**src/common/gb_map_pkg.sv**
```systemverilog
/*
 * memory map of the system bus
 * bus address and byte types, region enum,
 * region bounds, mmio register addresses, RAM depths
 */
package gb_map_pkg;

   typedef logic [15:0] addr_t;
   typedef logic [7:0] data_t;

   // region_none marks a cycle without a read
   typedef enum logic [2:0] {
      region_none,
      region_wram,
      region_oam,
      region_timer,
      region_int_flag,
      region_int_enable,
      region_dma_reg,
      region_io_none
   } region_e;

   // work RAM
   localparam addr_t wram_start = 16'hC000;
   localparam addr_t wram_end = 16'hDFFF;

   // sprite attribute memory
   localparam addr_t oam_start = 16'hFE00;
   localparam addr_t oam_end = 16'hFE9F;

   // timer block, contiguous
   localparam addr_t mmio_div = 16'hFF04;
   localparam addr_t mmio_tima = 16'hFF05;
   localparam addr_t mmio_tma = 16'hFF06;
   localparam addr_t mmio_tac = 16'hFF07;

   localparam addr_t mmio_if = 16'hFF0F;
   localparam addr_t mmio_dma = 16'hFF46;
   localparam addr_t mmio_ie = 16'hFFFF;

   localparam int wram_depth = 8192;
   localparam int oam_depth = 160;

endpackage

```
**src/memory/gb_ram.sv**
```systemverilog
/*
 * single-port byte RAM
 * synchronous read, write-first
 */
`timescale 1ns/10ps

module gb_ram #(
   parameter int depth = 256
) (
   input  logic                     clock,
   input  logic                     we,
   input  logic [$clog2(depth)-1:0] addr,
   input  gb_map_pkg::data_t        wdata,
   output gb_map_pkg::data_t        rdata
);

   gb_map_pkg::data_t mem [depth];

   // new byte shows on the read port in the write cycle
   always_ff @(posedge clock) begin
      if (we) begin
         mem[addr] <= wdata;
         rdata <= wdata;
      end else begin
         rdata <= mem[addr];
      end
   end

endmodule

```
**config.mk**
```make
export PLATFORM = sky130hd
export DESIGN_NAME = gb_ram
export DESIGN_NICKNAME = d
export VERILOG_FILES = /design/src/common/gb_map_pkg.sv /design/src/memory/gb_ram.sv
export SDC_FILE = /design/constraint.sdc
export NUM_CORES = 2
export LEC_CHECK = 0
export ABC_AREA = 1
export BUFFER_PORTS_ARGS = -buffer_cell sky130_fd_sc_hd__buf_2
export CAP_MARGIN = 20
export CORE_ASPECT_RATIO = 2
export CORE_MARGIN = 3
export CORE_UTILIZATION = 30
export CTS_CLUSTER_SIZE = 40
export DETAILED_ROUTE_END_ITERATION = 10
export SETUP_SLACK_MARGIN = 0.15
export SYNTH_ARGS = -nofsm -noshare
export SYNTH_HDL_FRONTEND = slang
export SYNTH_SLANG_ARGS = --single-unit
```
**constraint.sdc**
```tcl
create_clock -name clock -period 2.2 [get_ports clock]
set_clock_uncertainty 0.1 [all_clocks]
set_input_delay 0.11 -clock clock [delete_from_list [all_inputs] [get_ports clock]]
set_output_delay 0.11 -clock clock [all_outputs]
set_load 0.02 [all_outputs]
```
==> flow_summary_export.csv <==
group,metric,value,unit
floorplanning,num_rows,273,
worst_setup_path,cpPeakStageDelay,0.37,ns
job,maxCapViolCount,0,
floorplanning,core,276700,um^2
worst_setup_path,path_cells,"buf_12 > clkinv_8 > buf_16 > buf_4 > buf_12 > nand2_1 > nand3_1 > nand3_1 > nand3_2 > nand3_4 > nand3_2 > nand3_2 > nand2_4 > nand2_1 > nand2_2 > buf_4",
detailed_routing,wire_per_inst,23.75,um
synth,synth_area_leaders,"edfxtp_1 (74%), nand3_1 (12%), nand2_1 (9.6%)",
cts,clk_path_buf_depth,4,
detailed_routing,antenna_left,0,
detailed_routing,drc,0,
floorplanning,io_pins,26,
synth,seq_area_frac_synth,73.94,%
floorplanning,die_x,378.8,um
floorplanning,start_util,30.14,%
synth,syn_area_per_cell,11.91,um^2
synth,synthFlopType,"edfxtp_1",
outcome,outcome,"finished with violations",
detailed_routing,drt_iter0_markers,5514,
cts,clock_sinks,2056,
cts,clkTransAtPathRegs,0.07,ns
sta,rsz0062_at_grt,"yes",
layout,nNetsFinal,7526,
worst_setup_path,critPathSlowestCell,"dfxtp_4",
synth,synthTopCellsByCount,"nand2_1 (2,123), edfxtp_1 (2,048), nand3_1 (2,019)",
synth,synth_edf_count,2048,
sta,min_period,3.622,ns
placement,place.gp.congestion,0.9414,
power_and_ir_drop,total_power,78850,uW
global_routing,overflow,0,
worst_setup_path,cp-end-kind,"output pin",
global_routing,grt_max_degree,72,
sta,tightestPinTransition,0.7544,ns
worst_setup_path,criticalPathCategory,"reg -> out",
cts,cts-htree-levels,4,
synth,async_flop_share,0,%
synth,yosysTopAreaCell,"edfxtp_1",
layout,fillers,26400,
cts,cts_inserted_buffers,163,
synth,netlist_instances,7003,
detailed_routing,viasPerCell,5.110,
layout,area_growth,20.40,%
placement,dp_hpwl,172300,um
synth,synth_area,83400,um^2
sta,fin_crit_sh,164.6,%
floorplanning,dieArea,284700,um^2
global_routing,grt_pass1_wl,378300,um
layout,layout-drive-gt1-share,15.79,%
power_and_ir_drop,p_leak,0.03550,uW
sta,fmax,0.2761,GHz
sta,worst_slack,-1.422,ns
global_routing,met2_usage,32.96,%
synth,synth_top_cell_area_share,73.74,%
detailed_routing,num_vias,57240,
global_routing,grt_most_used_layer,"met2",
detailed_routing,wl,266000,um
synth,synth_most_common_cell,"nand2_1",
outcome,violations,"setup timing",
sta,hold_viol,0,
cts,root_buffer,"clkbuf_16",
power_and_ir_drop,cellPowerDensity,785.3,nW/um^2
layout,top_register,"mem",
global_routing,gr-usage-met3,2.222,%
global_routing,grt_pass1_vias,56920,
layout,ff_latch_area,61680,um^2
floorplanning,fp.dieH,751.6,um
synth,synth_fp_nets,7021,
worst_hold_path,holdCritPathClass,"in -> reg",
global_routing,antenna_found_initial,8,
power_and_ir_drop,ir_drop,0.0007441,V
global_routing,grt_use_met1,18.15,%
layout,final_util,36.29,%
detailed_routing,drt-pass1-iter-count,7,
worst_setup_path,crit_path_max_fanout,22,
worst_hold_path,min_path_cells,2,
worst_setup_path,critPathArrivalTime,3.41,ns
placement,portBuffers,25,
worst_setup_path,crit_required,1.99,ns
layout,multi_input_area,20050,um^2
layout,reg_top3,"mem x2048",
worst_setup_path,start_kind,"register",
sta,maxSlewHeadroom,49.71,%
sta,setup_viol,8,
global_routing,grtUsageTotal,18.07,%
layout,largest_register_ffs,2048,
synth,ys_seq_elements,2056,
synth,yosysWarnings,0,
sta,slew_violations,0,
cts,cts_tree,"done",
worst_setup_path,crit_path_frequent_cell,"nand3_2",
synth,ys_types,14,
## worst max-delay path: cells and delay by family (launching register included)
kind          cells  cell delay (ns)
buf+inv           6             0.98
simple gates     10             1.22
flops             1             0.37
## path summary, 6_finish.rpt
| kind | start | to |
|---|---|---|
| setup / recovery | register | rdata[6] |
| hold / removal | addr[5] | register |
## logic make-up after synthesis
kind of cell  Yosys count  share of synthesized area [%]
simple gates         4425                          22.95
buf+inv               522                          3.119
flops                2056                          73.94
## per-stage QoR
| step | instance area [um^2] | instances | setup WS [ns] | hold slack, ns | setup TNS [ns] |
|---|---|---|---|---|---|
| after floorplan | 83400 | 7003 | 0.3959 | 0.03772 | 0 |
| after global placement | 92720 | 10840 | -1.241 | 0.1776 | -7.561 |
| after detailed placement | 92720 | 10840 | -1.195 | 0.1745 | -7.484 |
| after CTS | 99220 | 11170 | -1.427 | 0.002326 | -11.16 |
| after global routing | 100400 | 11200 | -1.517 | 0.03773 | -11.58 |
| final | 100400 | 11200 | -1.422 | 0.03885 | -11.06 |
## placed cells by master, fill, tap and decap left out, types with 3 or more instances in the layout
cell type | synthesis | routed
nand3_2 | 0 | 127
clkbuf_1 | 112 | 30
buf_8 | 1 | 14
buf_12 | 0 | 123
buf_4 | 46 | 578
dfxtp_4 | 0 | 4
dfxtp_1 | 8 | 3
buf_16 | 0 | 30
inv_1 | 36 | 34
clkinv_2 | 0 | 28
inv_6 | 0 | 5
bufbuf_16 | 0 | 5
edfxtp_1 | 2048 | 2048
clkinv_1 | 0 | 20
nand3_1 | 2019 | 1874
buf_6 | 16 | 24
nor2_1 | 283 | 283
dlygate4sd3_1 | 0 | 22
bufinv_16 | 0 | 12
nand2_1 | 2123 | 2105
nand3_4 | 0 | 18
clkinvlp_4 | 0 | 12
clkbuf_16 | 0 | 182
clkbuf_8 | 0 | 3
buf_2 | 268 | 9
clkinv_4 | 0 | 5
nand2_2 | 0 | 16
## layer usage
layer / up-vias / routed length [um]
met3: 823 / 14630
li1: 25790 / -
met2: 2325 / 138300
met5: - / 48
met4: 8 / 27060
met1: 28290 / 85990
## repair_timing
item	in CTS	in global routing
hold endpoints to repair	1949	0
cloned	12	18
buffers inserted	14	11
hold buffers	22	0
pin swaps	6	15
setup endpoints to repair	8	8
resized for setup	149	132
## area by class of cell
class                   instances  area share [%]
clock inverters                82          0.7502
well taps                    3575           4.455
diodes                          2        0.004984
flip-flops and latches       2056           61.42
clock buffers                 198           4.265
inverters                      39          0.1894
multi-input cells            4425           19.97
repair inverters                1         0.01620
repair buffers                822           8.925
## power by group
| group | internal, uW | switching [uW] |
|---|---|---|
| Combinational | 2150 | 4470 |
| Sequential | 43100 | 35.0 |
| Clock | 15300 | 13800 |
| Total | 60600 | 18300 |
Note: power is estimated with default switching activity, not from simulation.
