### config.mk
export PLATFORM = sky130hd
export DESIGN_NAME = oam_dma
export DESIGN_NICKNAME = d
export VERILOG_FILES = /design/src/common/gb_io_pkg.sv /design/src/common/gb_map_pkg.sv /design/src/dma/oam_dma.sv
export SDC_FILE = /design/constraint.sdc
export NUM_CORES = 1
export LEC_CHECK = 0
export ABC_AREA = 1
export BUFFER_PORTS_ARGS = -buffer_cell sky130_fd_sc_hd__buf_2
export CORE_ASPECT_RATIO = 1.1
export CORE_UTILIZATION = 46
export DETAILED_ROUTE_END_ITERATION = 12
export GPL_ROUTABILITY_DRIVEN = 0
export PLACE_DENSITY = 0.88
export SYNTH_ARGS = -nofsm -noshare
export SYNTH_HDL_FRONTEND = slang
export SYNTH_SLANG_ARGS = --single-unit
### constraint.sdc
create_clock -name clock -period 5.2 [get_ports clock]
set_clock_uncertainty 0.1 [all_clocks]
set_input_delay 0.26 -clock clock [delete_from_list [all_inputs] [get_ports clock]]
set_output_delay 0.26 -clock clock [all_outputs]
set_load 0.005 [all_outputs]
### src/common/gb_io_pkg.sv
/*
 * io block constants
 * interrupt bits, timer rates, DMA length and DMA states
 */
package gb_io_pkg;

   // bit positions in IF and IE
   localparam int int_vblank = 0;
   localparam int int_lcdc = 1;
   localparam int int_timer = 2;

   typedef logic [4:0] int_t;

   // serial and joypad bits never hold a value
   localparam int_t int_live_mask = int_t'((1 << int_vblank) | (1 << int_lcdc) |
                                           (1 << int_timer));

   // clocks per TIMA step, indexed by TAC[1:0]
   localparam logic [15:0] tima_period_0 = 16'd1024;
   localparam logic [15:0] tima_period_1 = 16'd16;
   localparam logic [15:0] tima_period_2 = 16'd64;
   localparam logic [15:0] tima_period_3 = 16'd256;

   localparam logic [15:0] div_period = 16'd256;

   localparam logic [7:0] dma_length = 8'd160;

   typedef enum logic [1:0] {
      dma_idle,
      dma_read,
      dma_write
   } dma_state_e;

endpackage

### src/common/gb_map_pkg.sv
/*
 * memory map of the system bus
 * bus address and byte types, region enum,
 * region bounds, mmio register addresses, RAM depths
 */
package gb_map_pkg;

   typedef logic [15:0] addr_t;
   typedef logic [7:0] data_t;

   // region_none marks a cycle without a read
   typedef enum logic [2:0] {
      region_none,
      region_wram,
      region_oam,
      region_timer,
      region_int_flag,
      region_int_enable,
      region_dma_reg,
      region_io_none
   } region_e;

   // work RAM
   localparam addr_t wram_start = 16'hC000;
   localparam addr_t wram_end = 16'hDFFF;

   // sprite attribute memory
   localparam addr_t oam_start = 16'hFE00;
   localparam addr_t oam_end = 16'hFE9F;

   // timer block, contiguous
   localparam addr_t mmio_div = 16'hFF04;
   localparam addr_t mmio_tima = 16'hFF05;
   localparam addr_t mmio_tma = 16'hFF06;
   localparam addr_t mmio_tac = 16'hFF07;

   localparam addr_t mmio_if = 16'hFF0F;
   localparam addr_t mmio_dma = 16'hFF46;
   localparam addr_t mmio_ie = 16'hFFFF;

   localparam int wram_depth = 8192;
   localparam int oam_depth = 160;

endpackage

### src/dma/oam_dma.sv
/*
 * OAM DMA engine
 * copies 160 bytes from a source page into OAM,
 * one read cycle then one write cycle per byte
 */
`timescale 1ns/10ps

module oam_dma (
   input  logic               clock,
   input  logic               reset,
   input  logic               io_we,
   input  gb_map_pkg::addr_t  bus_addr,
   input  gb_map_pkg::data_t  bus_wdata,
   input  gb_map_pkg::data_t  bus_rdata,
   output logic               dma_busy,
   output logic               dma_re,
   output logic               dma_we,
   output gb_map_pkg::addr_t  dma_addr,
   output gb_map_pkg::data_t  dma_wdata
);

   gb_io_pkg::dma_state_e state;
   logic [7:0]            offset;
   logic [7:0]            src_page;
   logic                  start;

   assign start = io_we && (bus_addr == gb_map_pkg::mmio_dma) &&
                  (state == gb_io_pkg::dma_idle);

   always_ff @(posedge clock or posedge reset) begin
      if (reset) begin
         state  <= gb_io_pkg::dma_idle;
         offset <= 8'd0;
      end else begin
         case (state)
            gb_io_pkg::dma_idle: begin
               if (start) begin
                  state  <= gb_io_pkg::dma_read;
                  offset <= 8'd0;
               end
            end
            gb_io_pkg::dma_read: begin
               state <= gb_io_pkg::dma_write;
            end
            gb_io_pkg::dma_write: begin
               // last byte written, release the bus
               if (offset == gb_io_pkg::dma_length - 8'd1) begin
                  state <= gb_io_pkg::dma_idle;
               end else begin
                  state  <= gb_io_pkg::dma_read;
                  offset <= offset + 8'd1;
               end
            end
            default: state <= gb_io_pkg::dma_idle;
         endcase
      end
   end

   always_ff @(posedge clock) begin
      if (start) begin
         src_page <= bus_wdata;
      end
   end

   assign dma_busy = (state != gb_io_pkg::dma_idle);
   assign dma_re   = (state == gb_io_pkg::dma_read);
   assign dma_we   = (state == gb_io_pkg::dma_write);

   // source byte arrives on bus_rdata in the write cycle
   assign dma_addr  = dma_we ? gb_map_pkg::oam_start + {8'h00, offset} : {src_page, offset};
   assign dma_wdata = bus_rdata;

endmodule

==> flow_metrics.tcl <==
set metrics [dict create \
    leakage_nw 0.627 \
    io_pins 62 \
    max_clock_freq_mhz 473 \
    rsz0062_at_grt "no" \
    setup_viol 0 \
    core_area_mm2 0.00206 \
    max_cap_viol_count 0 \
    outcome "completed" \
    n_antenna_cell 0 \
    async_reset_ff_share_pct 55.6 \
    path_clk_slew_ps 110 \
    antenna_found_initial 0 \
    post-route-drc-count 0 \
    die_h_um 51.7 \
    syn2layout_area_growth_pct 23.3 \
    clk_latency_ps 300 \
    vdd_ir_drop_max_mv 0.146 \
    cp_max_fo 8 \
    synth_area_leader_cell "dfrtp_1" \
    max_stage_delay_ps 870 \
    cts_tree "done" \
    worstPathArrival_ps 1930 \
    vias 916 \
    fin_tns_setup_ps 0 \
    slew_violations 0 \
    drt_first_pass_iters 4 \
    fin_crit_ps 2110 \
    total_power_w 0.000251 \
    yosys-top-cells-count "nand2_1, inv_1, nor2_1" \
    cp_slowest_cell "nor3_1" \
    finalCritPeriodShare_pct 40.6 \
    syn_area_mm2 0.00103 \
    synthTopCellsByArea "dfrtp_1, edfxtp_1, nand2_1" \
    post-cts-setup-buffer-count 0 \
    pre_cts_ws_ps 3100 \
    r2r_cells 3 \
    hold_class "in2reg" \
    cp_cell_sequence "nor2_1 > inv_1 > nor3_1" \
    htree_levels 1 \
    layout-drive-gt1-share_pct 40.1 \
    cts_resized 0 \
    synth.most_common_cell "nand2_1" \
    multi_input_area_um2 419 \
    first_iter_violations 17 \
    min_path_cells 1 \
    synth_cell_types 27 \
    io_buffers 45 \
    end_kind "flop" \
    dp.cells 185 \
    grt_max_degree 15 \
    clock-root-buffer "clkbuf_4" \
    max_slew.worst_pin.slew_ps 1070 \
    fin_area_mm2 0.00128 \
    synth_cells 121 \
    post_dp_cell_area_mm2 0.00123 \
    final_nets 199 \
    final-instance-count-excl-fill 190 \
    overflow 0 \
    hold_viol_final 0 \
    synth-seq-cells 18 \
    die-width_um 47.2 \
    synth_top_area_share_pct 24.2 \
    crit_type "reg2reg" \
    grt_util_all_layers_pct 20.5 \
    setup_ws_ps 3090 \
    wl_per_cell_um 10.9 \
    fillCellCount 185 \
    cts_buffer_depth 2 \
    grt_pass1_wl_mm 3.52 \
    die-area_mm2 0.00244 \
    max_slew_margin_pct 27.9 \
    cellPowerDensity_mw_per_mm2 196 \
    dp_hpwl_mm 1.61 \
    rows 17 \
    postSynthAreaPerCell_um2 8.55 \
    ff_latch_area_um2 490 \
    synth_flop_cell "dfrtp_1" \
    viasPerCell 4.82 \
    startpoint_type "flop" \
    worstPathRequired_ps 5020 \
    cts_buffers 3 \
    grt_pass1_vias 896 \
    initial_core_util_pct 50.2 \
    yosysSeqAreaShare_pct 47.4 \
    syn-num-nets 157 \
    synth_edf_count 8 \
    antenna_left 0 \
    drt_wl_total_mm 2.07 \
    ys_warn_count 0 \
    cts_sinks 18 \
]
[placed cells by master, fill, tap and decap left out, types with 3 or more instances in the layout]
master,netlist,final
clkbuf_4,0,3
nand4_1,3,3
or2_2,7,7
inv_1,14,14
nand3_1,12,12
nor2_1,13,13
nand2_1,24,24
buf_2,1,45
edfxtp_1,8,8
dfrtp_1,10,10
[routing by layer]
layer / wire (µm) / global-route usage [%] / vias up
met1: 885 / 25.6 / 415
met4: 51 / 11.4 / 0
li1: - / - / 461
met5: 0 / 0 / -
met3: 105 / 2.43 / 5
met2: 1030 / 33.1 / 35
[worst paths after layout]
check                        startpoint  slack (ps)     endpoint
setup / recovery               state[1]        3090  src_page[2]
hold / removal             bus_wdata[7]          40  src_page[7]
setup reg to reg               state[1]        3090  src_page[2]
hold reg to reg                state[1]         440     state[1]
max in group asynchronous         reset        4380    offset[5]
min in group asynchronous         reset         350    offset[0]
[logic make-up after synthesis]
group                    synth area share, %
flip-flops                              47.4
AO/OA/AOI/OAI                           3.87
adder cells (fa/ha/maj)                 1.21
XOR/XNOR                               0.847
AND/OR/NAND/NOR                         34.6
buffers and inverters                   12.1
[report_power, final]
group	internal, W	switching [W]
sequential	0.000149	0
combinational	0.00000887	0.00000644
clock	0.0000427	0.0000442
[area by class of cell]
type | count | area share, %
Multi-Input combinational cell | 78 | 32.8
Sequential cell | 18 | 38.4
Timing Repair Buffer | 46 | 18.4
Clock buffer | 4 | 2.84
Inverter | 16 | 4.71
Tap cell | 28 | 2.75
[through the flow]
step                hold slack [ps]  util (%)
finish                         37.0      61.9
global route                   27.3      61.9
CTS                            31.0      61.9
detailed placement              154      59.6
global placement                146      59.6
floorplan                     0.178         -
[timing repair]
item,in CTS,in global routing
hold buffers,1,0
setup endpoints to repair,0,0
hold endpoints to repair,10,0
[critical path: cells and delay by family (launching register included)]
| family | cells | cell delay, ps |
|---|---|---|
| and+or+nand+nor | 2 | 1100 |
| DFF | 1 | 450 |
| buffers and inverters | 1 | 80 |
[state kept, by name, indices dropped and copies added, names as in the netlist]
name,flops
state,2
src_page,8
offset,8
(Power assumes the default switching activity.)
