[config.mk]
export PLATFORM = sky130hd
export DESIGN_NAME = bus_arbiter
export DESIGN_NICKNAME = d
export VERILOG_FILES = /design/src/common/gb_map_pkg.sv /design/src/verilog/bus_arbiter.sv
export SDC_FILE = /design/constraint.sdc
export NUM_CORES = 1
export LEC_CHECK = 0
export BUFFER_PORTS_ARGS = -buffer_cell sky130_fd_sc_hd__buf_2
export CAP_MARGIN = 5
export CORE_MARGIN = 2
export CORE_UTILIZATION = 30
export CTS_CLUSTER_DIAMETER = 120
export DETAILED_ROUTE_END_ITERATION = 6
export PLACE_DENSITY = 0.79
export SLEW_MARGIN = 20
export SYNTH_ARGS = -nofsm -noshare
export SYNTH_HDL_FRONTEND = slang
export SYNTH_SLANG_ARGS = --single-unit
[constraint.sdc]
create_clock -name clock -period 1.3 [get_ports clock]
set_clock_uncertainty 0.1 [all_clocks]
set_input_delay 0.13 -clock clock [delete_from_list [all_inputs] [get_ports clock]]
set_output_delay 0.13 -clock clock [all_outputs]
set_load 0.02 [all_outputs]
[src/common/gb_map_pkg.sv]
/*
 * memory map of the system bus
 * bus address and byte types, region enum,
 * region bounds, mmio register addresses, RAM depths
 */
package gb_map_pkg;

   typedef logic [15:0] addr_t;
   typedef logic [7:0] data_t;

   // region_none marks a cycle without a read
   typedef enum logic [2:0] {
      region_none,
      region_wram,
      region_oam,
      region_timer,
      region_int_flag,
      region_int_enable,
      region_dma_reg,
      region_io_none
   } region_e;

   // work RAM
   localparam addr_t wram_start = 16'hC000;
   localparam addr_t wram_end = 16'hDFFF;

   // sprite attribute memory
   localparam addr_t oam_start = 16'hFE00;
   localparam addr_t oam_end = 16'hFE9F;

   // timer block, contiguous
   localparam addr_t mmio_div = 16'hFF04;
   localparam addr_t mmio_tima = 16'hFF05;
   localparam addr_t mmio_tma = 16'hFF06;
   localparam addr_t mmio_tac = 16'hFF07;

   localparam addr_t mmio_if = 16'hFF0F;
   localparam addr_t mmio_dma = 16'hFF46;
   localparam addr_t mmio_ie = 16'hFFFF;

   localparam int wram_depth = 8192;
   localparam int oam_depth = 160;

endpackage

[src/verilog/bus_arbiter.sv]
/*
 * bus arbiter between processor and OAM DMA
 * DMA owns the bus while busy, read data returned to its owner
 */
`timescale 1ns/10ps

module bus_arbiter (
   input  logic               clock,
   input  logic               reset,
   input  logic               cpu_re,
   input  logic               cpu_we,
   input  gb_map_pkg::addr_t  cpu_addr,
   input  gb_map_pkg::data_t  cpu_wdata,
   input  logic               dma_busy,
   input  logic               dma_re,
   input  logic               dma_we,
   input  gb_map_pkg::addr_t  dma_addr,
   input  gb_map_pkg::data_t  dma_wdata,
   input  gb_map_pkg::data_t  bus_rdata,
   output logic               bus_re,
   output logic               bus_we,
   output gb_map_pkg::addr_t  bus_addr,
   output gb_map_pkg::data_t  bus_wdata,
   output gb_map_pkg::data_t  cpu_rdata,
   output logic               cpu_stall
);

   logic              cpu_read_q;
   gb_map_pkg::data_t cpu_rdata_q;

   // processor strobes are dropped while DMA runs
   assign bus_re    = dma_busy ? dma_re    : cpu_re;
   assign bus_we    = dma_busy ? dma_we    : cpu_we;
   assign bus_addr  = dma_busy ? dma_addr  : cpu_addr;
   assign bus_wdata = dma_busy ? dma_wdata : cpu_wdata;
   assign cpu_stall = dma_busy;

   // owner of last cycle's read
   always_ff @(posedge clock or posedge reset) begin
      if (reset) begin
         cpu_read_q <= 1'b0;
      end else begin
         cpu_read_q <= cpu_re & ~dma_busy;
      end
   end

   // hold last processor byte across DMA reads
   always_ff @(posedge clock) begin
      if (cpu_read_q) begin
         cpu_rdata_q <= bus_rdata;
      end
   end

   assign cpu_rdata = cpu_read_q ? bus_rdata : cpu_rdata_q;

endmodule

==> flow_metrics.py <==
metrics = {
    "floorplanning": {
        "die_h_microns": 52.8,
        "rows": 17,
        "pin_count": 98,
        "die_area_sq_um": 2780,
        "fp.coreArea_sq_um": 2230,
        "initial_utilization": 0.319,
        "die_w_microns": 52.8,
    },
    "sta": {
        "fmax_mhz": 674,
        "worst-slew-pin-transition_ns": 0.260,
        "slew_headroom": 0.827,
        "hold_ws_ns": 0.0229,
        "hold_viol": 0,
        "fin_crit_sh": 1.14,
        "rsz0062_at_grt": "true",
        "min_period_ns": 1.48,
        "maxSlewViolCount": 0,
        "setup_slack_ns": -0.183,
        "setup_viol": 8,
    },
    "worst_setup_path": {
        "cp_cell_sequence": "mux2_4 -> buf_6",
        "path_buf_inv": 1,
        "reg2reg_from": "cpu_read_q$_DFF_PP0_",
        "reg2reg_depth": 1,
        "reg2reg_slack_ns": 0.22,
        "cp_top_family": "flip-flops",
        "critPathLaunchType": "register",
        "path_class": "register to output pin",
        "cp_slowest_stage_delay_ns": 0.52,
        "required_ns": 1.07,
        "cp_slowest_cell": "dfrtp_2",
        "end_kind": "output pin",
        "rr_endpoint": "cpu_rdata_q[7]$_DFF_P_",
        "worstPathArrival_ns": 1.25,
        "cp_max_fo": 8,
    },
    "worst_hold_path": {
        "holdPathEnd": "cpu_rdata_q[3]$_DFF_P_",
        "min_from": "bus_rdata[3]",
        "min_path_cells": 2,
        "hold_path_class": "input pin to register",
    },
    "routing": {
        "drtPass1Iterations": 1,
        "drc": 0,
        "detail_route.iter0.violations": 0,
        "vias": 754,
        "post_drt_wl_per_cell_microns": 12.4,
        "wirelength_mm": 2.20,
        "ant_nets": 0,
        "vias_per_cell": 4.26,
    },
    "yosys": {
        "synth_area_sq_um": 713,
        "yosysSeqAreaShare": 0.260,
        "yosys.area.top_type": "mux2_4",
        "ys_seq_elements": 9,
        "synth.distinct_cells": 10,
        "synthDominantCellAreaShare": 0.400,
        "yosys_warnings": 0,
        "syn_avg_cell_area_sq_um": 14.3,
        "syn-num-nets": 113,
        "synth.area.top_cells": "mux2_4 (40%), mux2_2 (24%), dfxtp_1 (22%)",
        "postSynthCellCount": 50,
    },
    "outcome": {
        "violations": "negative setup slack",
        "status": "finished with violations",
    },
    "power": {
        "p_leak_nw": 0.762,
        "p_switching_mw": 0.368,
        "p_sw_frac": 0.327,
        "p_total_mw": 1.13,
        "comb_power_share": 0.517,
        "ir_worst_vdd_mv": 0.570,
        "p_int_mw": 0.758,
        "power.density_nw_per_um2": 856,
        "pwr-share-seq": 0.297,
        "p_clk_frac": 0.186,
    },
    "final_layout": {
        "num-fill-cells": 207,
        "post-route-util": 0.589,
        "drive_gt1_frac": 0.919,
        "final_cell_mix": "buf_2 (89), mux2_4 (27), dfxtp_1 (8), buf_6 (8), mux2_2 (7)",
        "areaGrowthSynthToFinish_pct": 84.4,
        "final_cell_area_sq_um": 1320,
        "final_nets": 213,
        "antenna_cells": 0,
        "finalNonFillerCells": 177,
        "layout_commonest_cell": "buf_2",
    },
    "clocking": {
        "cts_tree": "yes",
        "clock-sinks": 9,
        "clkLatencyLatePin_ns": 0.25,
        "clk_pin_slew_ns": 0.06,
        "root_buffer": "clkbuf_4",
        "cts_buffers": 3,
        "h-tree-depth": 1,
        "clockBufferDepth": 2,
        "postCtsSetupBuffers": 0,
    },
    "global_routing": {
        "grt_max_degree": 19,
        "grt_pass1_wl_mm": 2.86,
        "antenna_found_initial": 0,
        "grt_usage": 0.139,
        "gr-total-overflow": 0,
        "grt_pass1_vias": 720,
    },
    "placed_design": {
        "gp_congestion": 0.723,
        "place_area_sq_um": 1200,
        "port_buffers": 97,
        "dp_cells": 172,
    },
    "job": {
        "drv_cap": 0,
    },
}
[area by class of cell]
type | instances | area [sq um] | share of cell area
timing repair buffer | 100 | 573 | 0.436
multi-input combinational | 35 | 490 | 0.373
clock buffer | 4 | 26.3 | 0.0200
sequential | 9 | 186 | 0.142
tap | 28 | 35.0 | 0.0266
inverter | 1 | 3.75 | 0.00285
[cell usage after synthesis]
master	n
mux2_4	19
inv_1	1
buf_12	2
buf_4	1
mux2_2	15
buf_6	1
nor2b_1	1
buf_2	1
dfxtp_1	8
dfrtp_1	1
[worst max path at each step]
stage                                    start                endpoint  slack [ns]  depth (start not counted)
final                     cpu_read_q$_DFF_PP0_            cpu_rdata[7]       -0.18                          2
after global routing      cpu_read_q$_DFF_PP0_            cpu_rdata[0]       -0.23                          2
after CTS                 cpu_read_q$_DFF_PP0_            cpu_rdata[5]       -0.20                          2
after detailed placement  cpu_read_q$_DFF_PP0_            cpu_rdata[5]      -0.004                          2
after global placement    cpu_read_q$_DFF_PP0_            cpu_rdata[2]        0.02                          2
after floorplan           cpu_read_q$_DFF_PP0_  cpu_rdata_q[0]$_DFF_P_        0.18                          2
[power groups by stage]
stage                     combinational (mW)  clock [mW]  sequential (mW)
after floorplan                        0.328           0            0.328
after CTS                              0.508       0.222            0.330
after detailed placement               0.505           0            0.336
after global routing                   0.619       0.237            0.339
final                                  0.582       0.210            0.334
after global placement                 0.492           0            0.334
[routing by layer]
layer | GRT usage | part of all wire | vias to the layer above
met3 | 0.0143 | 0.075 | 0
li1 | - | - | 378
met1 | 0.146 | 0.34 | 331
met5 | 0 | 0 | -
met2 | 0.267 | 0.58 | 45
met4 | 0.0726 | 0 | 0
[registers in the layout, summed over array words and instances, names as in the netlist]
register / cells
cpu_rdata_q: 8
cpu_read_q: 1
[per-stage QoR]
stage | TNS, ns | setup WS, ns
2_1_floorplan | 0 | 0.183
3_3_place_gp | 0 | 0.0193
3_5_place_dp | -0.00519 | -0.00372
4_1_cts | -1.57 | -0.200
5_1_grt | -1.82 | -0.232
6_report | -1.42 | -0.183
[repair_timing]
item                                   in CTS  in global routing
pin swaps                                   0                  0
endpoints found under the hold margin       1                  0
hold buffers                                1                  0
setup endpoints to repair                   8                  8
gates resized for setup                     1                 24
[cell families (layout without fill, tap and decap cells)]
| group | count (synthesis) | in the layout | share of synthesized area |
|---|---|---|---|
| flops | 9 | 9 | 0.260 |
| mux | 34 | 34 | 0.637 |
| simple gates | 1 | 1 | 0.00878 |
| buf+inv | 6 | 105 | 0.0947 |
(Power assumes the default switching activity.)
