<file path="src/common/gb_io_pkg.sv">
/*
 * io block constants
 * interrupt bits, timer rates, DMA length and DMA states
 */
package gb_io_pkg;

   // bit positions in IF and IE
   localparam int int_vblank = 0;
   localparam int int_lcdc = 1;
   localparam int int_timer = 2;

   typedef logic [4:0] int_t;

   // serial and joypad bits never hold a value
   localparam int_t int_live_mask = int_t'((1 << int_vblank) | (1 << int_lcdc) |
                                           (1 << int_timer));

   // clocks per TIMA step, indexed by TAC[1:0]
   localparam logic [15:0] tima_period_0 = 16'd1024;
   localparam logic [15:0] tima_period_1 = 16'd16;
   localparam logic [15:0] tima_period_2 = 16'd64;
   localparam logic [15:0] tima_period_3 = 16'd256;

   localparam logic [15:0] div_period = 16'd256;

   localparam logic [7:0] dma_length = 8'd160;

   typedef enum logic [1:0] {
      dma_idle,
      dma_read,
      dma_write
   } dma_state_e;

endpackage

</file>
<file path="src/common/gb_map_pkg.sv">
/*
 * memory map of the system bus
 * bus address and byte types, region enum,
 * region bounds, mmio register addresses, RAM depths
 */
package gb_map_pkg;

   typedef logic [15:0] addr_t;
   typedef logic [7:0] data_t;

   // region_none marks a cycle without a read
   typedef enum logic [2:0] {
      region_none,
      region_wram,
      region_oam,
      region_timer,
      region_int_flag,
      region_int_enable,
      region_dma_reg,
      region_io_none
   } region_e;

   // work RAM
   localparam addr_t wram_start = 16'hC000;
   localparam addr_t wram_end = 16'hDFFF;

   // sprite attribute memory
   localparam addr_t oam_start = 16'hFE00;
   localparam addr_t oam_end = 16'hFE9F;

   // timer block, contiguous
   localparam addr_t mmio_div = 16'hFF04;
   localparam addr_t mmio_tima = 16'hFF05;
   localparam addr_t mmio_tma = 16'hFF06;
   localparam addr_t mmio_tac = 16'hFF07;

   localparam addr_t mmio_if = 16'hFF0F;
   localparam addr_t mmio_dma = 16'hFF46;
   localparam addr_t mmio_ie = 16'hFFFF;

   localparam int wram_depth = 8192;
   localparam int oam_depth = 160;

endpackage

</file>
<file path="src/timers/interrupt_regs.sv">
/*
 * interrupt flag (IF) and enable (IE) registers
 * request capture and combined interrupt line
 */
`timescale 1ns/10ps

module interrupt_regs (
   input  logic               clock,
   input  logic               reset,
   input  logic               io_we,
   input  gb_map_pkg::addr_t  bus_addr,
   input  gb_map_pkg::data_t  bus_wdata,
   input  logic               timer_int,
   input  logic [1:0]         video_int_req,
   output gb_map_pkg::data_t  int_rdata,
   output logic               irq
);

   gb_io_pkg::int_t if_reg;
   gb_io_pkg::int_t ie_reg;
   gb_io_pkg::int_t if_base;
   gb_io_pkg::int_t int_set;

   always_comb begin
      int_set = '0;
      int_set[gb_io_pkg::int_vblank] = video_int_req[0];
      int_set[gb_io_pkg::int_lcdc]   = video_int_req[1];
      int_set[gb_io_pkg::int_timer]  = timer_int;
   end

   // write replaces IF, fresh requests still land on top
   assign if_base = (io_we && bus_addr == gb_map_pkg::mmio_if) ?
                    bus_wdata[4:0] & gb_io_pkg::int_live_mask : if_reg;

   always_ff @(posedge clock or posedge reset) begin
      if (reset) begin
         if_reg <= '0;
         ie_reg <= '0;
      end else begin
         if_reg <= if_base | int_set;
         if (io_we && bus_addr == gb_map_pkg::mmio_ie) begin
            ie_reg <= bus_wdata[4:0] & gb_io_pkg::int_live_mask;
         end
      end
   end

   // sampled every cycle, decoder picks it up only for IF/IE reads
   always_ff @(posedge clock) begin
      int_rdata <= {3'b000, (bus_addr == gb_map_pkg::mmio_ie) ? ie_reg : if_reg};
   end

   assign irq = |(if_reg & ie_reg);

endmodule

</file>
<file path="config.mk">
export PLATFORM = sky130hd
export DESIGN_NAME = interrupt_regs
export DESIGN_NICKNAME = d
export VERILOG_FILES = /design/src/common/gb_io_pkg.sv /design/src/common/gb_map_pkg.sv /design/src/timers/interrupt_regs.sv
export SDC_FILE = /design/constraint.sdc
export NUM_CORES = 1
export LEC_CHECK = 0
export ABC_AREA = 0
export BUFFER_PORTS_ARGS = -buffer_cell sky130_fd_sc_hd__buf_2
export CAP_MARGIN = 20
export CORE_UTILIZATION = 36
export CTS_CLUSTER_SIZE = 20
export DETAILED_ROUTE_END_ITERATION = 8
export GPL_TIMING_DRIVEN = 0
export PLACE_DENSITY = 0.8
export SYNTH_ARGS = -nofsm -noshare
export SYNTH_HDL_FRONTEND = slang
export SYNTH_SLANG_ARGS = --single-unit
</file>
<file path="constraint.sdc">
create_clock -name clock -period 1 [get_ports clock]
set_clock_uncertainty 0.1 [all_clocks]
set_input_delay 0.05 -clock clock [delete_from_list [all_inputs] [get_ports clock]]
set_output_delay 0.05 -clock clock [all_outputs]
set_load 0.005 [all_outputs]
</file>
==> summary.txt <==
Setup path
  – Worst-path maximum fanout: 3
  – Worst R2R Start: ie_reg[1]
  – Critical path class: flip-flop to output pin
  – WP buf/inv: 2
  – Cell chain of the critical path: a222oi_1, inv_1, buf_2
  – Reg2reg setup slack: 20 ps
  – Max incr delay on CP: 400 ps
  – CP Launch Type: flip-flop
  – CP endpoint kind: output pin
  – CP Data Arrival Time: 1200 ps
  – Worst Setup SP: if_reg[1]
  – Critical path's top delay family: flip-flops
  – Critical Path RT: 850 ps
  – Slowest cell on the critical path: dfrtp_1

Power
  – Overall power: 785.8 µW
  – Worst VDD drop: 449.0 µV
  – PwrDens: 902.3 nW/µm²
  – Lkg Pwr: 0.4315 nW

GRT
  – Met2 global-route usage: 0.3667
  – Vias in the first global route: 472
  – GR peak layer: met2
  – First-pass GRT wire length: 1.863 mm
  – Initial antenna violation count: 0
  – Met1 GRT Util: 0.1837
  – Met3 Track Usage GR: 0.01734
  – GR Overflow Total: 0
  – Largest net degree at the start of global routing: 7
  – Tot GR Track Use: 0.1827

STA
  – Minimum clock period: 1346 ps
  – RSZ-0062 raised after global routing: true
  – Final setup fails: 4
  – Final Hold Fails: 0
  – Final worst setup slack: -345.9 ps
  – Slew Limit Fails: 0
  – FMAX: 743.0 MHz
  – Fin crit share: 1.346

Layout
  – # diodes: 0
  – Area growth syn-to-layout: 79.38%
  – Share of cells above drive strength 1: 0.5604
  – Area of the multi-input gates: 279.0 µm²
  – Nets: 122
  – Sequential cell area: 210.2 µm²
  – Final core occ: 0.7342
  – Filler cells: 77

Logic synthesis
  – Top cells by area, synth: dfrtp_1, dfxtp_1, mux2_4
  – Syn Std Cell Area: 485.5 µm²
  – Seq/Total Area, Yosys: 0.4330
  – Async S/R FF share, synth: 0.6667
  – Most common flop cell mapped by yosys: dfrtp_1
  – Post-Syn Area per Cell: 11.03 µm²
  – Synth top cells by count: dfrtp_1, buf_4, nand2_1
  – EDFF count, synth: 0
  – Synth warn: 0
  – Number of synthesized register bits: 9
  – Synthesized instance count: 44
  – Most numerous cell in the Yosys netlist: dfrtp_1
  – Top cell type by total area after synthesis: dfrtp_1
  – Unique masters post-synth: 19
  – Yosys top cell area share: 0.3093

Routing
  – DR vias: 500
  – Drt drc: 0
  – Vias per inst: 4.762
  – Pre-antenna DRT Iters: 5
  – Routed WL: 1.206 mm
  – Initial DRC count: 13
  – Routed wire length per instance: 11.49 µm
  – ANT nets after route: 0

Clocking
  – H-tree Lvls: 1
  – Sink Count: 9
  – Worst-Skew Late Latency: 250 ps
  – CTS Buf Count: 3
  – CTS Buffer Depth: 2
  – Root buffer cell: clkbuf_4
  – Worst-path clk slew: 60 ps
  – CTS tree: built

Die
  – Die Ht: 38.72 µm
  – Die area: 1499 µm²
  – Initial Util: 0.4093
  – Die Width: 38.72 µm
  – Core Region: 1186 µm²
  – Row count: 12
  – Number of I/O pins: 39

Placement
  – Routability cong.: 0.7889
  – IO buf count: 28

Outcome
  – Status: finished, violations left
  – Failing checks: negative setup slack

Job
  – Max-Cap Viols: 0

Min path
  – Hold/Removal Path Class: input port to flip-flop
  – Worst hold start: io_we
[metal layers]
metal / routed length (µm) / share of wire
met1: 418 / 0.35
met5: 0 / 0
met2: 686 / 0.57
met4: 14 / 0.012
met3: 86 / 0.071
[area by class of cell]
class | instances | share of cell area
clock buffer | 4 | 0.03017
tap | 14 | 0.02011
inverter | 2 | 0.008621
timing repair buffer | 39 | 0.3362
sequential | 9 | 0.2414
buffer | 5 | 0.04310
multi-input combinational | 32 | 0.3204
[stage by stage]
step | TNS, ps | instance area [µm²] | setup slack [ps] | hold WS, ps | cells
after floorplan | -896.8 | 518.0 | -189.5 | -259.0 | 48
after global placement | -2484 | 675.6 | -392.5 | -137.1 | 90
after detailed placement | -2687 | 675.6 | -415.6 | -134.1 | 90
after CTS | -331.5 | 847.1 | -307.3 | 37.01 | 105
after global routing | -573.9 | 870.8 | -406.5 | 67.72 | 105
final | -363.1 | 870.8 | -345.9 | 37.05 | 105
[tightest hold or removal path: stages]
cell and delay [ps]:
buf_2 110, nand2_1 90, o21ai_1 60, nand2_1 50
[placed cells by master, fill, tap and decap left out, drive strengths merged, types with 2 or more instances in the layout]
cell,n
a31oi,3
o21ai,3
nand4,4
mux2,6
nand2,5
dfrtp,6
clkbuf,4
nor4,2
dlygate4sd3,7
conb,5
buf,37
inv,2
dfxtp,3
[path summary, 6_finish.rpt]
check	endpoint	depth (start not counted)
max in group asynchronous	ie_reg[0]	3
worst max-delay path	irq	3
worst min register to register	if_reg[0]	2
worst max register to register	ie_reg[1]	2
worst min-delay path	if_reg[0]	4
min in group asynchronous	ie_reg[1]	3
[where the power goes]
group          internal (mW)  switching [mW]
combinational         0.0941          0.0510
clock                  0.154           0.125
sequential             0.362       0.0000370
total                  0.610           0.176
[cell families after synthesis]
| family | count (synthesis) | synth area share |
|---|---|---|
| flops | 9 | 0.4330 |
| other cells | 1 | 0.007725 |
| mux | 6 | 0.1624 |
| buf+inv | 7 | 0.09280 |
| simple gates | 14 | 0.2139 |
| compound gates | 7 | 0.09020 |
[what timing repair did]
item | CTS | global route
resized for setup | 8 | 7
buffers inserted | 4 | 0
endpoints found under the hold margin | 12 | 0
endpoints found under the setup margin | 7 | 10
pin swaps | 6 | 5
hold buffers | 7 | 0
Power figures use the tool's default switching activity.
