**src/common/gb_map_pkg.sv**
```systemverilog
/*
 * memory map of the system bus
 * bus address and byte types, region enum,
 * region bounds, mmio register addresses, RAM depths
 */
package gb_map_pkg;

   typedef logic [15:0] addr_t;
   typedef logic [7:0] data_t;

   // region_none marks a cycle without a read
   typedef enum logic [2:0] {
      region_none,
      region_wram,
      region_oam,
      region_timer,
      region_int_flag,
      region_int_enable,
      region_dma_reg,
      region_io_none
   } region_e;

   // work RAM
   localparam addr_t wram_start = 16'hC000;
   localparam addr_t wram_end = 16'hDFFF;

   // sprite attribute memory
   localparam addr_t oam_start = 16'hFE00;
   localparam addr_t oam_end = 16'hFE9F;

   // timer block, contiguous
   localparam addr_t mmio_div = 16'hFF04;
   localparam addr_t mmio_tima = 16'hFF05;
   localparam addr_t mmio_tma = 16'hFF06;
   localparam addr_t mmio_tac = 16'hFF07;

   localparam addr_t mmio_if = 16'hFF0F;
   localparam addr_t mmio_dma = 16'hFF46;
   localparam addr_t mmio_ie = 16'hFFFF;

   localparam int wram_depth = 8192;
   localparam int oam_depth = 160;

endpackage

```
**src/verilog/bus_decode.sv**
```systemverilog
/*
 * address decoder
 * region classification, write enables, RAM address slices,
 * read data mux aligned to the one-cycle RAM latency
 */
`timescale 1ns/10ps

module bus_decode (
   input  logic               clock,
   input  logic               reset,
   input  logic               bus_re,
   input  logic               bus_we,
   input  gb_map_pkg::addr_t  bus_addr,
   input  gb_map_pkg::data_t  wram_rdata,
   input  gb_map_pkg::data_t  oam_rdata,
   input  gb_map_pkg::data_t  timer_rdata,
   input  gb_map_pkg::data_t  int_rdata,
   output logic               wram_we,
   output logic               oam_we,
   output logic               io_we,
   output logic [12:0]        wram_addr,
   output logic [7:0]         oam_addr,
   output gb_map_pkg::data_t  bus_rdata
);

   gb_map_pkg::region_e region;
   gb_map_pkg::region_e rd_region;
   gb_map_pkg::addr_t   wram_offset;
   gb_map_pkg::addr_t   oam_offset;

   always_comb begin
      region = gb_map_pkg::region_io_none;
      if (bus_addr >= gb_map_pkg::wram_start && bus_addr <= gb_map_pkg::wram_end) begin
         region = gb_map_pkg::region_wram;
      end else if (bus_addr >= gb_map_pkg::oam_start && bus_addr <= gb_map_pkg::oam_end) begin
         region = gb_map_pkg::region_oam;
      end else if (bus_addr >= gb_map_pkg::mmio_div && bus_addr <= gb_map_pkg::mmio_tac) begin
         region = gb_map_pkg::region_timer;
      end else if (bus_addr == gb_map_pkg::mmio_if) begin
         region = gb_map_pkg::region_int_flag;
      end else if (bus_addr == gb_map_pkg::mmio_ie) begin
         region = gb_map_pkg::region_int_enable;
      end else if (bus_addr == gb_map_pkg::mmio_dma) begin
         region = gb_map_pkg::region_dma_reg;
      end
   end

   // offsets into the two RAMs
   assign wram_offset = bus_addr - gb_map_pkg::wram_start;
   assign oam_offset  = bus_addr - gb_map_pkg::oam_start;
   assign wram_addr   = wram_offset[12:0];
   assign oam_addr    = oam_offset[7:0];

   assign wram_we = bus_we && (region == gb_map_pkg::region_wram);
   assign oam_we  = bus_we && (region == gb_map_pkg::region_oam);
   assign io_we   = bus_we && (region == gb_map_pkg::region_timer ||
                               region == gb_map_pkg::region_int_flag ||
                               region == gb_map_pkg::region_int_enable ||
                               region == gb_map_pkg::region_dma_reg);

   always_ff @(posedge clock or posedge reset) begin
      if (reset) begin
         rd_region <= gb_map_pkg::region_none;
      end else begin
         rd_region <= bus_re ? region : gb_map_pkg::region_none;
      end
   end

   // DMA register and unmapped space read as 00
   always_comb begin
      case (rd_region)
         gb_map_pkg::region_wram:       bus_rdata = wram_rdata;
         gb_map_pkg::region_oam:        bus_rdata = oam_rdata;
         gb_map_pkg::region_timer:      bus_rdata = timer_rdata;
         gb_map_pkg::region_int_flag,
         gb_map_pkg::region_int_enable: bus_rdata = int_rdata;
         default:                       bus_rdata = 8'h00;
      endcase
   end

endmodule

```
**config.mk**
```make
export PLATFORM = sky130hd
export DESIGN_NAME = bus_decode
export DESIGN_NICKNAME = d
export VERILOG_FILES = /design/src/common/gb_map_pkg.sv /design/src/verilog/bus_decode.sv
export SDC_FILE = /design/constraint.sdc
export NUM_CORES = 1
export LEC_CHECK = 0
export BUFFER_PORTS_ARGS = -buffer_cell sky130_fd_sc_hd__buf_2
export CAP_MARGIN = 20
export CORE_MARGIN = 1
export CORE_UTILIZATION = 30
export DETAILED_ROUTE_END_ITERATION = 8
export PLACE_DENSITY_LB_ADDON = 0.25
export SYNTH_ARGS = -nofsm -noshare
export SYNTH_HDL_FRONTEND = slang
export SYNTH_SLANG_ARGS = --single-unit
export TNS_END_PERCENT = 100
```
**constraint.sdc**
```tcl
create_clock -name clock -period 4.2 [get_ports clock]
set_clock_uncertainty 0.2 [all_clocks]
set_input_delay 0.42 -clock clock [delete_from_list [all_inputs] [get_ports clock]]
set_output_delay 0.42 -clock clock [all_outputs]
set_load 0.02 [all_outputs]
```
==> flow_summary.ini, run 1 <==
[placed_design]
dp_cells = 182
place.gp.congestion = 0.707
number_of_buffers_added_on_ports = 83
placedInstanceArea_um2 = 976
dp_hpwl_um = 1610
dp_worst_setup_slack_ns = 1.51

[floorplanning]
fp-row-count = 17
fp.dieArea_um2 = 2510
start_util_pct = 31.7
core_area_um2 = 2190
io_pins = 84
fp.dieH_um = 50.1
chipWidth_um = 50.1

[cts]
clkSinkCount = 3
clk_transition_reported_paths_ns = 0.04
clock_path_buffers = 2
cts-buffers-inserted = 3
cts_tree = yes
cts-resized-gates = 0
clk_root_buffer_cell = sky130_fd_sc_hd__clkbuf_4
cts.htree.levels = 1
ctsHoldBuffers = 1
cts_setup_buffers = 0

[setup_path]
critical_path_class = input pin to output port
crit_top_cell = sky130_fd_sc_hd__buf_2
worst_path_largest_cell_delay_ns = 0.62
critical_path.startpoint_type = input pin
worstPathCellList = buf_2, or4bb_2, nor4_1, o21ai_0, and3_1, o21a_1, buf_2
critical_path_buf_inv_count = 2
worst_path_dominant_cell_family = simple AND/OR/NAND/NOR gates
crit_slowest_cell = sky130_fd_sc_hd__or4bb_2
timing.critical_path.fanout_max = 6
worstSetupEndpointType = output port
critical_path_required_ns = 3.58
critPathArrivalTime_ns = 2.05

[yosys]
number_of_standard_cells_after_synthesis = 95
synth_area_um2 = 694
synthArstFlopShare_pct = 100
mappedNetlistNets = 147
postSynthAreaPerCell_um2 = 7.31
ys.flop_type = sky130_fd_sc_hd__dfrtp_1
yosys_warnings = 0
seq_area_frac_synth_pct = 10.8
synth.ff_latch_count = 3
synth_enable_flop_cells = 0
synthDistinctLibCells = 31

[finish]
fillers = 228
fin_nets = 212
antenna_cells_inserted = 0
final_design_area_no_fill_um2 = 1010
largestRegisters = rd_region x3
final_cell_count_no_fill = 187
area_overhead_of_the_layout_relative_to_synthesis_pct = 45.8
layout-drive-gt1-share_pct = 61.6
final_common_cell = sky130_fd_sc_hd__buf_2
layout_common_cells = sky130_fd_sc_hd__buf_2 (83), sky130_fd_sc_hd__nand2_1 (10), sky130_fd_sc_hd__a22oi_1 (8)
regMostFlops = rd_region
largest_register_ffs = 3

[power]
peakVddDrop_mv = 0.0916
cellPowerDensity_nw_per_um2 = 185
leakage_dissipation_nw = 0.542

[detailed_routing]
routed_wire_length_per_instance_um = 9.96
route.detailed.drc = 0
firstDrtPassIters = 4
drt-total-wl_um = 1860
dr_total_vias = 887
dr.first_iter.drc_count = 21
vias_per_cell = 4.74
drtAntennaViolNets = 0

[sta]
slew-limit-headroom_pct = 73.6
max_slew.worst_pin.slew_ns = 0.391
maxSlewViolCount = 0
post-route-period-util_pct = 63.6
rsz0062_at_grt = no
post_layout_minimum_cycle_time_ns = 2.67
achievable-frequency_ghz = 0.375
hold_violations = 0
final.setup.tns_ns = 0
timing.final.setup_violations = 0
finalHoldWorstSlack_ns = 0.227
layout_setup_ws_ns = 1.53

[run_status]
run_status = complete, no violations

[global_route]
number_of_global_route_vias_before_repair = 762
number_of_antenna_violations_at_the_first_check_in_global_routing = 0
grt_remaining_overflow = 0
grt_pass1_wl_um = 2970
grt_start_max_net_pins = 12
globalRouteTotalUtil_pct = 15.0

[flow_run]
cap_violations = 0

[worst_hold_path]
worstHoldPathType = input pin to flop
-- stage by stage --
stage,power [W],util [%]
finish,0.000187,46.2
global route,0.000202,46.2
CTS,0.000191,46.2
detailed placement,0.000138,44.5
global placement,0.000137,44.5
floorplan,0.000104,-
-- routing by layer --
| metal | part of all wire [%] | wire, µm | track usage, % |
|---|---|---|---|
| met5 | 0 | 0 | 0 |
| met4 | 0 | 0 | 6.67 |
| met3 | 12 | 223 | 2.47 |
| met2 | 50 | 935 | 28.4 |
| met1 | 38 | 703 | 15.6 |
-- path summary, 6_finish.rpt --
check,depth (start not counted),startpoint,slack [ns],end
worst max-delay path,7,bus_addr[5],1.53,io_we
worst min-delay path,2,bus_re,0.23,rd_region[1]$_DFF_PP0_
max in group asynchronous,3,reset,3.28,rd_region[2]$_DFF_PP0_
min in group asynchronous,3,reset,0.40,rd_region[1]$_DFF_PP0_
-- area by class of cell --
class	count	area [µm²]	share of cell area [%]
multi-input combinational	66	443	43.8
sequential	3	75.1	7.42
inverter	2	7.51	0.742
clock buffer	4	26.3	2.60
tap	28	35.0	3.46
timing repair buffer	84	425	42.0
-- cells by family (layout without fill, tap and decap cells) --
family | after synthesis | in the layout | share of synthesized area [%]
flip-flops | 3 | 3 | 10.8
buffers and inverters | 26 | 90 | 25.4
multiplexers | 8 | 8 | 12.6
AO/OA/AOI/OAI | 23 | 23 | 23.4
AND/OR/NAND/NOR | 35 | 35 | 27.8
-- report_power, final --
| group | switching, W | total (W) | internal, W | leakage (nW) |
|---|---|---|---|---|
| sequential | 0.00000510 | 0.0000359 | 0.0000308 | 0.0356 |
| clock | 0.0000140 | 0.0000496 | 0.0000355 | 0.0150 |
| combinational | 0.0000545 | 0.000102 | 0.0000472 | 0.491 |
-- synthesized netlist by cell type, types with 2 or more instances --
cell type | count | share of area (%)
sky130_fd_sc_hd__o22ai_1 | 2 | 1.8
sky130_fd_sc_hd__nor2b_1 | 3 | 2.7
sky130_fd_sc_hd__nand3_1 | 3 | 2.2
sky130_fd_sc_hd__o21ai_0 | 7 | 5.0
sky130_fd_sc_hd__nor3_1 | 2 | 1.4
sky130_fd_sc_hd__nand2_1 | 10 | 5.4
sky130_fd_sc_hd__clkbuf_1 | 3 | 1.6
sky130_fd_sc_hd__dfrtp_1 | 3 | 11
sky130_fd_sc_hd__mux2i_1 | 2 | 2.9
sky130_fd_sc_hd__mux2_2 | 6 | 9.7
sky130_fd_sc_hd__nor2_1 | 4 | 2.2
sky130_fd_sc_hd__a22oi_1 | 8 | 8.6
sky130_fd_sc_hd__inv_1 | 2 | 1.1
sky130_fd_sc_hd__buf_4 | 21 | 23
sky130_fd_sc_hd__o21a_1 | 2 | 2.2
sky130_fd_sc_hd__and3_1 | 2 | 1.8
Power figures use the tool's default switching activity.
==> inputs of run 2 (changes only) <==
--- a/config.mk
+++ b/config.mk
@@ -5,6 +5,7 @@
 export SDC_FILE = /design/constraint.sdc
 export NUM_CORES = 1
 export LEC_CHECK = 0
+export ABC_AREA = 1
 export BUFFER_PORTS_ARGS = -buffer_cell sky130_fd_sc_hd__buf_2
 export CAP_MARGIN = 20
 export CORE_MARGIN = 1
==> constraint.sdc (replaced) <==
create_clock -name clock -period 2.7 [get_ports clock]
set_clock_uncertainty 0.2 [all_clocks]
set_input_delay 0.27 -clock clock [delete_from_list [all_inputs] [get_ports clock]]
set_output_delay 0.27 -clock clock [all_outputs]
set_load 0.02 [all_outputs]
==> run 2 against run 1 <==
Critical path depth is 3 lower. Power up 54%. First-iteration DRC count decreased by 62%. Clock power grew 53%. Global-route usage fell by 1.7 points.
==> flow_summary.ini, run 2 <==
[yosys]
synth_enable_flop_cells = 0
synthDistinctLibCells = 16
synthMostInstantiatedCell = sky130_fd_sc_hd__nand2_1
ys.flop_type = sky130_fd_sc_hd__dfrtp_1
mappedNetlistNets = 187
synth.ff_latch_count = 3
seq_area_frac_synth_pct = 9.77
synth.top_cells.by_area = sky130_fd_sc_hd__nand2_1 (21%), sky130_fd_sc_hd__buf_4 (21%), sky130_fd_sc_hd__dfrtp_1 (9.8%)
synth_area_um2 = 768
synthArstFlopShare_pct = 100
yosys_warnings = 0
synthDominantAreaCellType = sky130_fd_sc_hd__nand2_1
number_of_standard_cells_after_synthesis = 135
netlist.area_leader.share_pct = 21.0
yosys-top-cells-count = sky130_fd_sc_hd__nand2_1 (43), sky130_fd_sc_hd__buf_4 (21), sky130_fd_sc_hd__inv_1 (13), sky130_fd_sc_hd__nor2_1 (12), sky130_fd_sc_hd__nand3_1 (10)
postSynthAreaPerCell_um2 = 5.69

[cts]
cts-buffers-inserted = 3
cts_setup_buffers = 0
clkSinkCount = 3
cts.htree.levels = 1
cts_tree = yes
clk_transition_reported_paths_ns = 0.04
clk_root_buffer_cell = sky130_fd_sc_hd__clkbuf_4
clock_path_buffers = 2

[finish]
layout_common_cells = sky130_fd_sc_hd__buf_2 (83), sky130_fd_sc_hd__nand2_1 (43), sky130_fd_sc_hd__inv_1 (13)
multiInputGateArea_um2 = 464
final_cell_count_no_fill = 229
layout-drive-gt1-share_pct = 52.7
largest_register_ffs = 3
antenna_cells_inserted = 0
area_overhead_of_the_layout_relative_to_synthesis_pct = 41.4
regMostFlops = rd_region
regArea_um2 = 75.1
fin_nets = 254
finish.utilization_pct = 46.8
fillers = 256
largestRegisters = rd_region x3
final_common_cell = sky130_fd_sc_hd__buf_2

[sta]
slew-limit-headroom_pct = 65.6
post_layout_minimum_cycle_time_ns = 2.11
max_slew.worst_pin.slew_ns = 0.513
layout_setup_ws_ns = 0.587
post-route-period-util_pct = 78.3
hold_violations = 0
timing.final.setup_violations = 0
achievable-frequency_ghz = 0.473
final.setup.tns_ns = 0
maxSlewViolCount = 0
finalHoldWorstSlack_ns = 0.0991
rsz0062_at_grt = no

[placed_design]
dp_worst_setup_slack_ns = 0.831
place.gp.congestion = 0.703
dp_cells = 224
dp_hpwl_um = 1810
number_of_buffers_added_on_ports = 83

[global_route]
grt_remaining_overflow = 0
grt_start_max_net_pins = 12
number_of_global_route_vias_before_repair = 823
number_of_antenna_violations_at_the_first_check_in_global_routing = 0
grt_pass1_wl_um = 2830
globalRouteTotalUtil_pct = 13.3

[setup_path]
critPathArrivalTime_ns = 1.64
critical_path_class = flop to output port
worstSetupEndpointType = output port
timing.critical_path.fanout_max = 11
critical_path_required_ns = 2.23
critical_path.startpoint_type = flop

[floorplanning]
core_area_um2 = 2320
start_util_pct = 33.1
fp.dieArea_um2 = 2770
io_pins = 84
fp.dieH_um = 52.6
chipWidth_um = 52.6
fp-row-count = 17

[detailed_routing]
drtAntennaViolNets = 0
route.detailed.drc = 0
dr.first_iter.drc_count = 8
vias_per_cell = 4.41
firstDrtPassIters = 4
routed_wire_length_per_instance_um = 8.87
dr_total_vias = 1011
drt-total-wl_um = 2030

[flow_run]
cap_violations = 0

[power]
leakage_dissipation_nw = 0.664
cellPowerDensity_nw_per_um2 = 266
peakVddDrop_mv = 0.114

[run_status]
run_status = complete, no violations

[worst_hold_path]
worstHoldPathType = input pin to flop
## run 2: cell count changes in the layout (fill, tap and decap cells not counted), sizes merged, moves of 8 or more
cell / change
nand4: +8
nor2: +14
inv: +14
o21ai: -8
nand3: +8
nand2: +38
## run 2: cells by family (layout without fill, tap and decap cells)
kind of cell,after synthesis,after routing,share of synthesized area [%]
buf+inv,38,104,29.8
compound gates,1,1,0.978
flops,3,3,9.77
simple gates,93,93,59.4
## run 2: path summary, 6_finish.rpt
kind,cells after the start,endpoint,start
max in group asynchronous,3,rd_region[1]$_DFF_PP0_,reset
min in group asynchronous,3,rd_region[2]$_DFF_PP0_,reset
setup / recovery,4,bus_rdata[6],rd_region[2]$_DFF_PP0_
hold / removal,3,rd_region[2]$_DFF_PP0_,bus_re
## run 2: metrics by stage
step / instance area (µm²) / total power (W)
after detailed placement: 1050 / 0.000213
final: 1090 / 0.000289
after global placement: 1050 / 0.000212
after floorplan: 768 / 0.000161
after CTS: 1090 / 0.000295
after global routing: 1090 / 0.000315
## run 2: cell type report
class	count	area share, %
multi-input combinational	94	42.7
tap	28	3.23
clock buffer	4	2.42
timing repair buffer	84	39.2
inverter	16	5.53
sequential	3	6.91
## run 2: per-layer routing
metal  track usage [%]  up-vias  routed length (µm)
li1                  -      537                   -
met1              12.6      414                 804
met2              27.0       60                1000
met3              1.74        0                 224
met4              6.58        0                   0
met5                 0        -                   0
## run 2: critical path: stages (launching register included)
cell                      delay, ns
sky130_fd_sc_hd__dfrtp_1       0.49
sky130_fd_sc_hd__nor3_2        0.49
sky130_fd_sc_hd__a22oi_1       0.18
sky130_fd_sc_hd__nand3_1       0.09
sky130_fd_sc_hd__buf_2         0.16
## run 2: timing repair
item	CTS	global route
resized for setup	0	0
endpoints found under the hold margin	3	0
hold buffers	1	0
## run 2: power breakdown
part,internal [W],total [W],switching [W],leakage [nW]
clock network,0.0000552,0.0000757,0.0000205,0.0150
registers,0.0000479,0.0000524,0.00000444,0.0356
logic,0.0000649,0.000161,0.0000962,0.614
total,0.000168,0.000289,0.000121,0.664
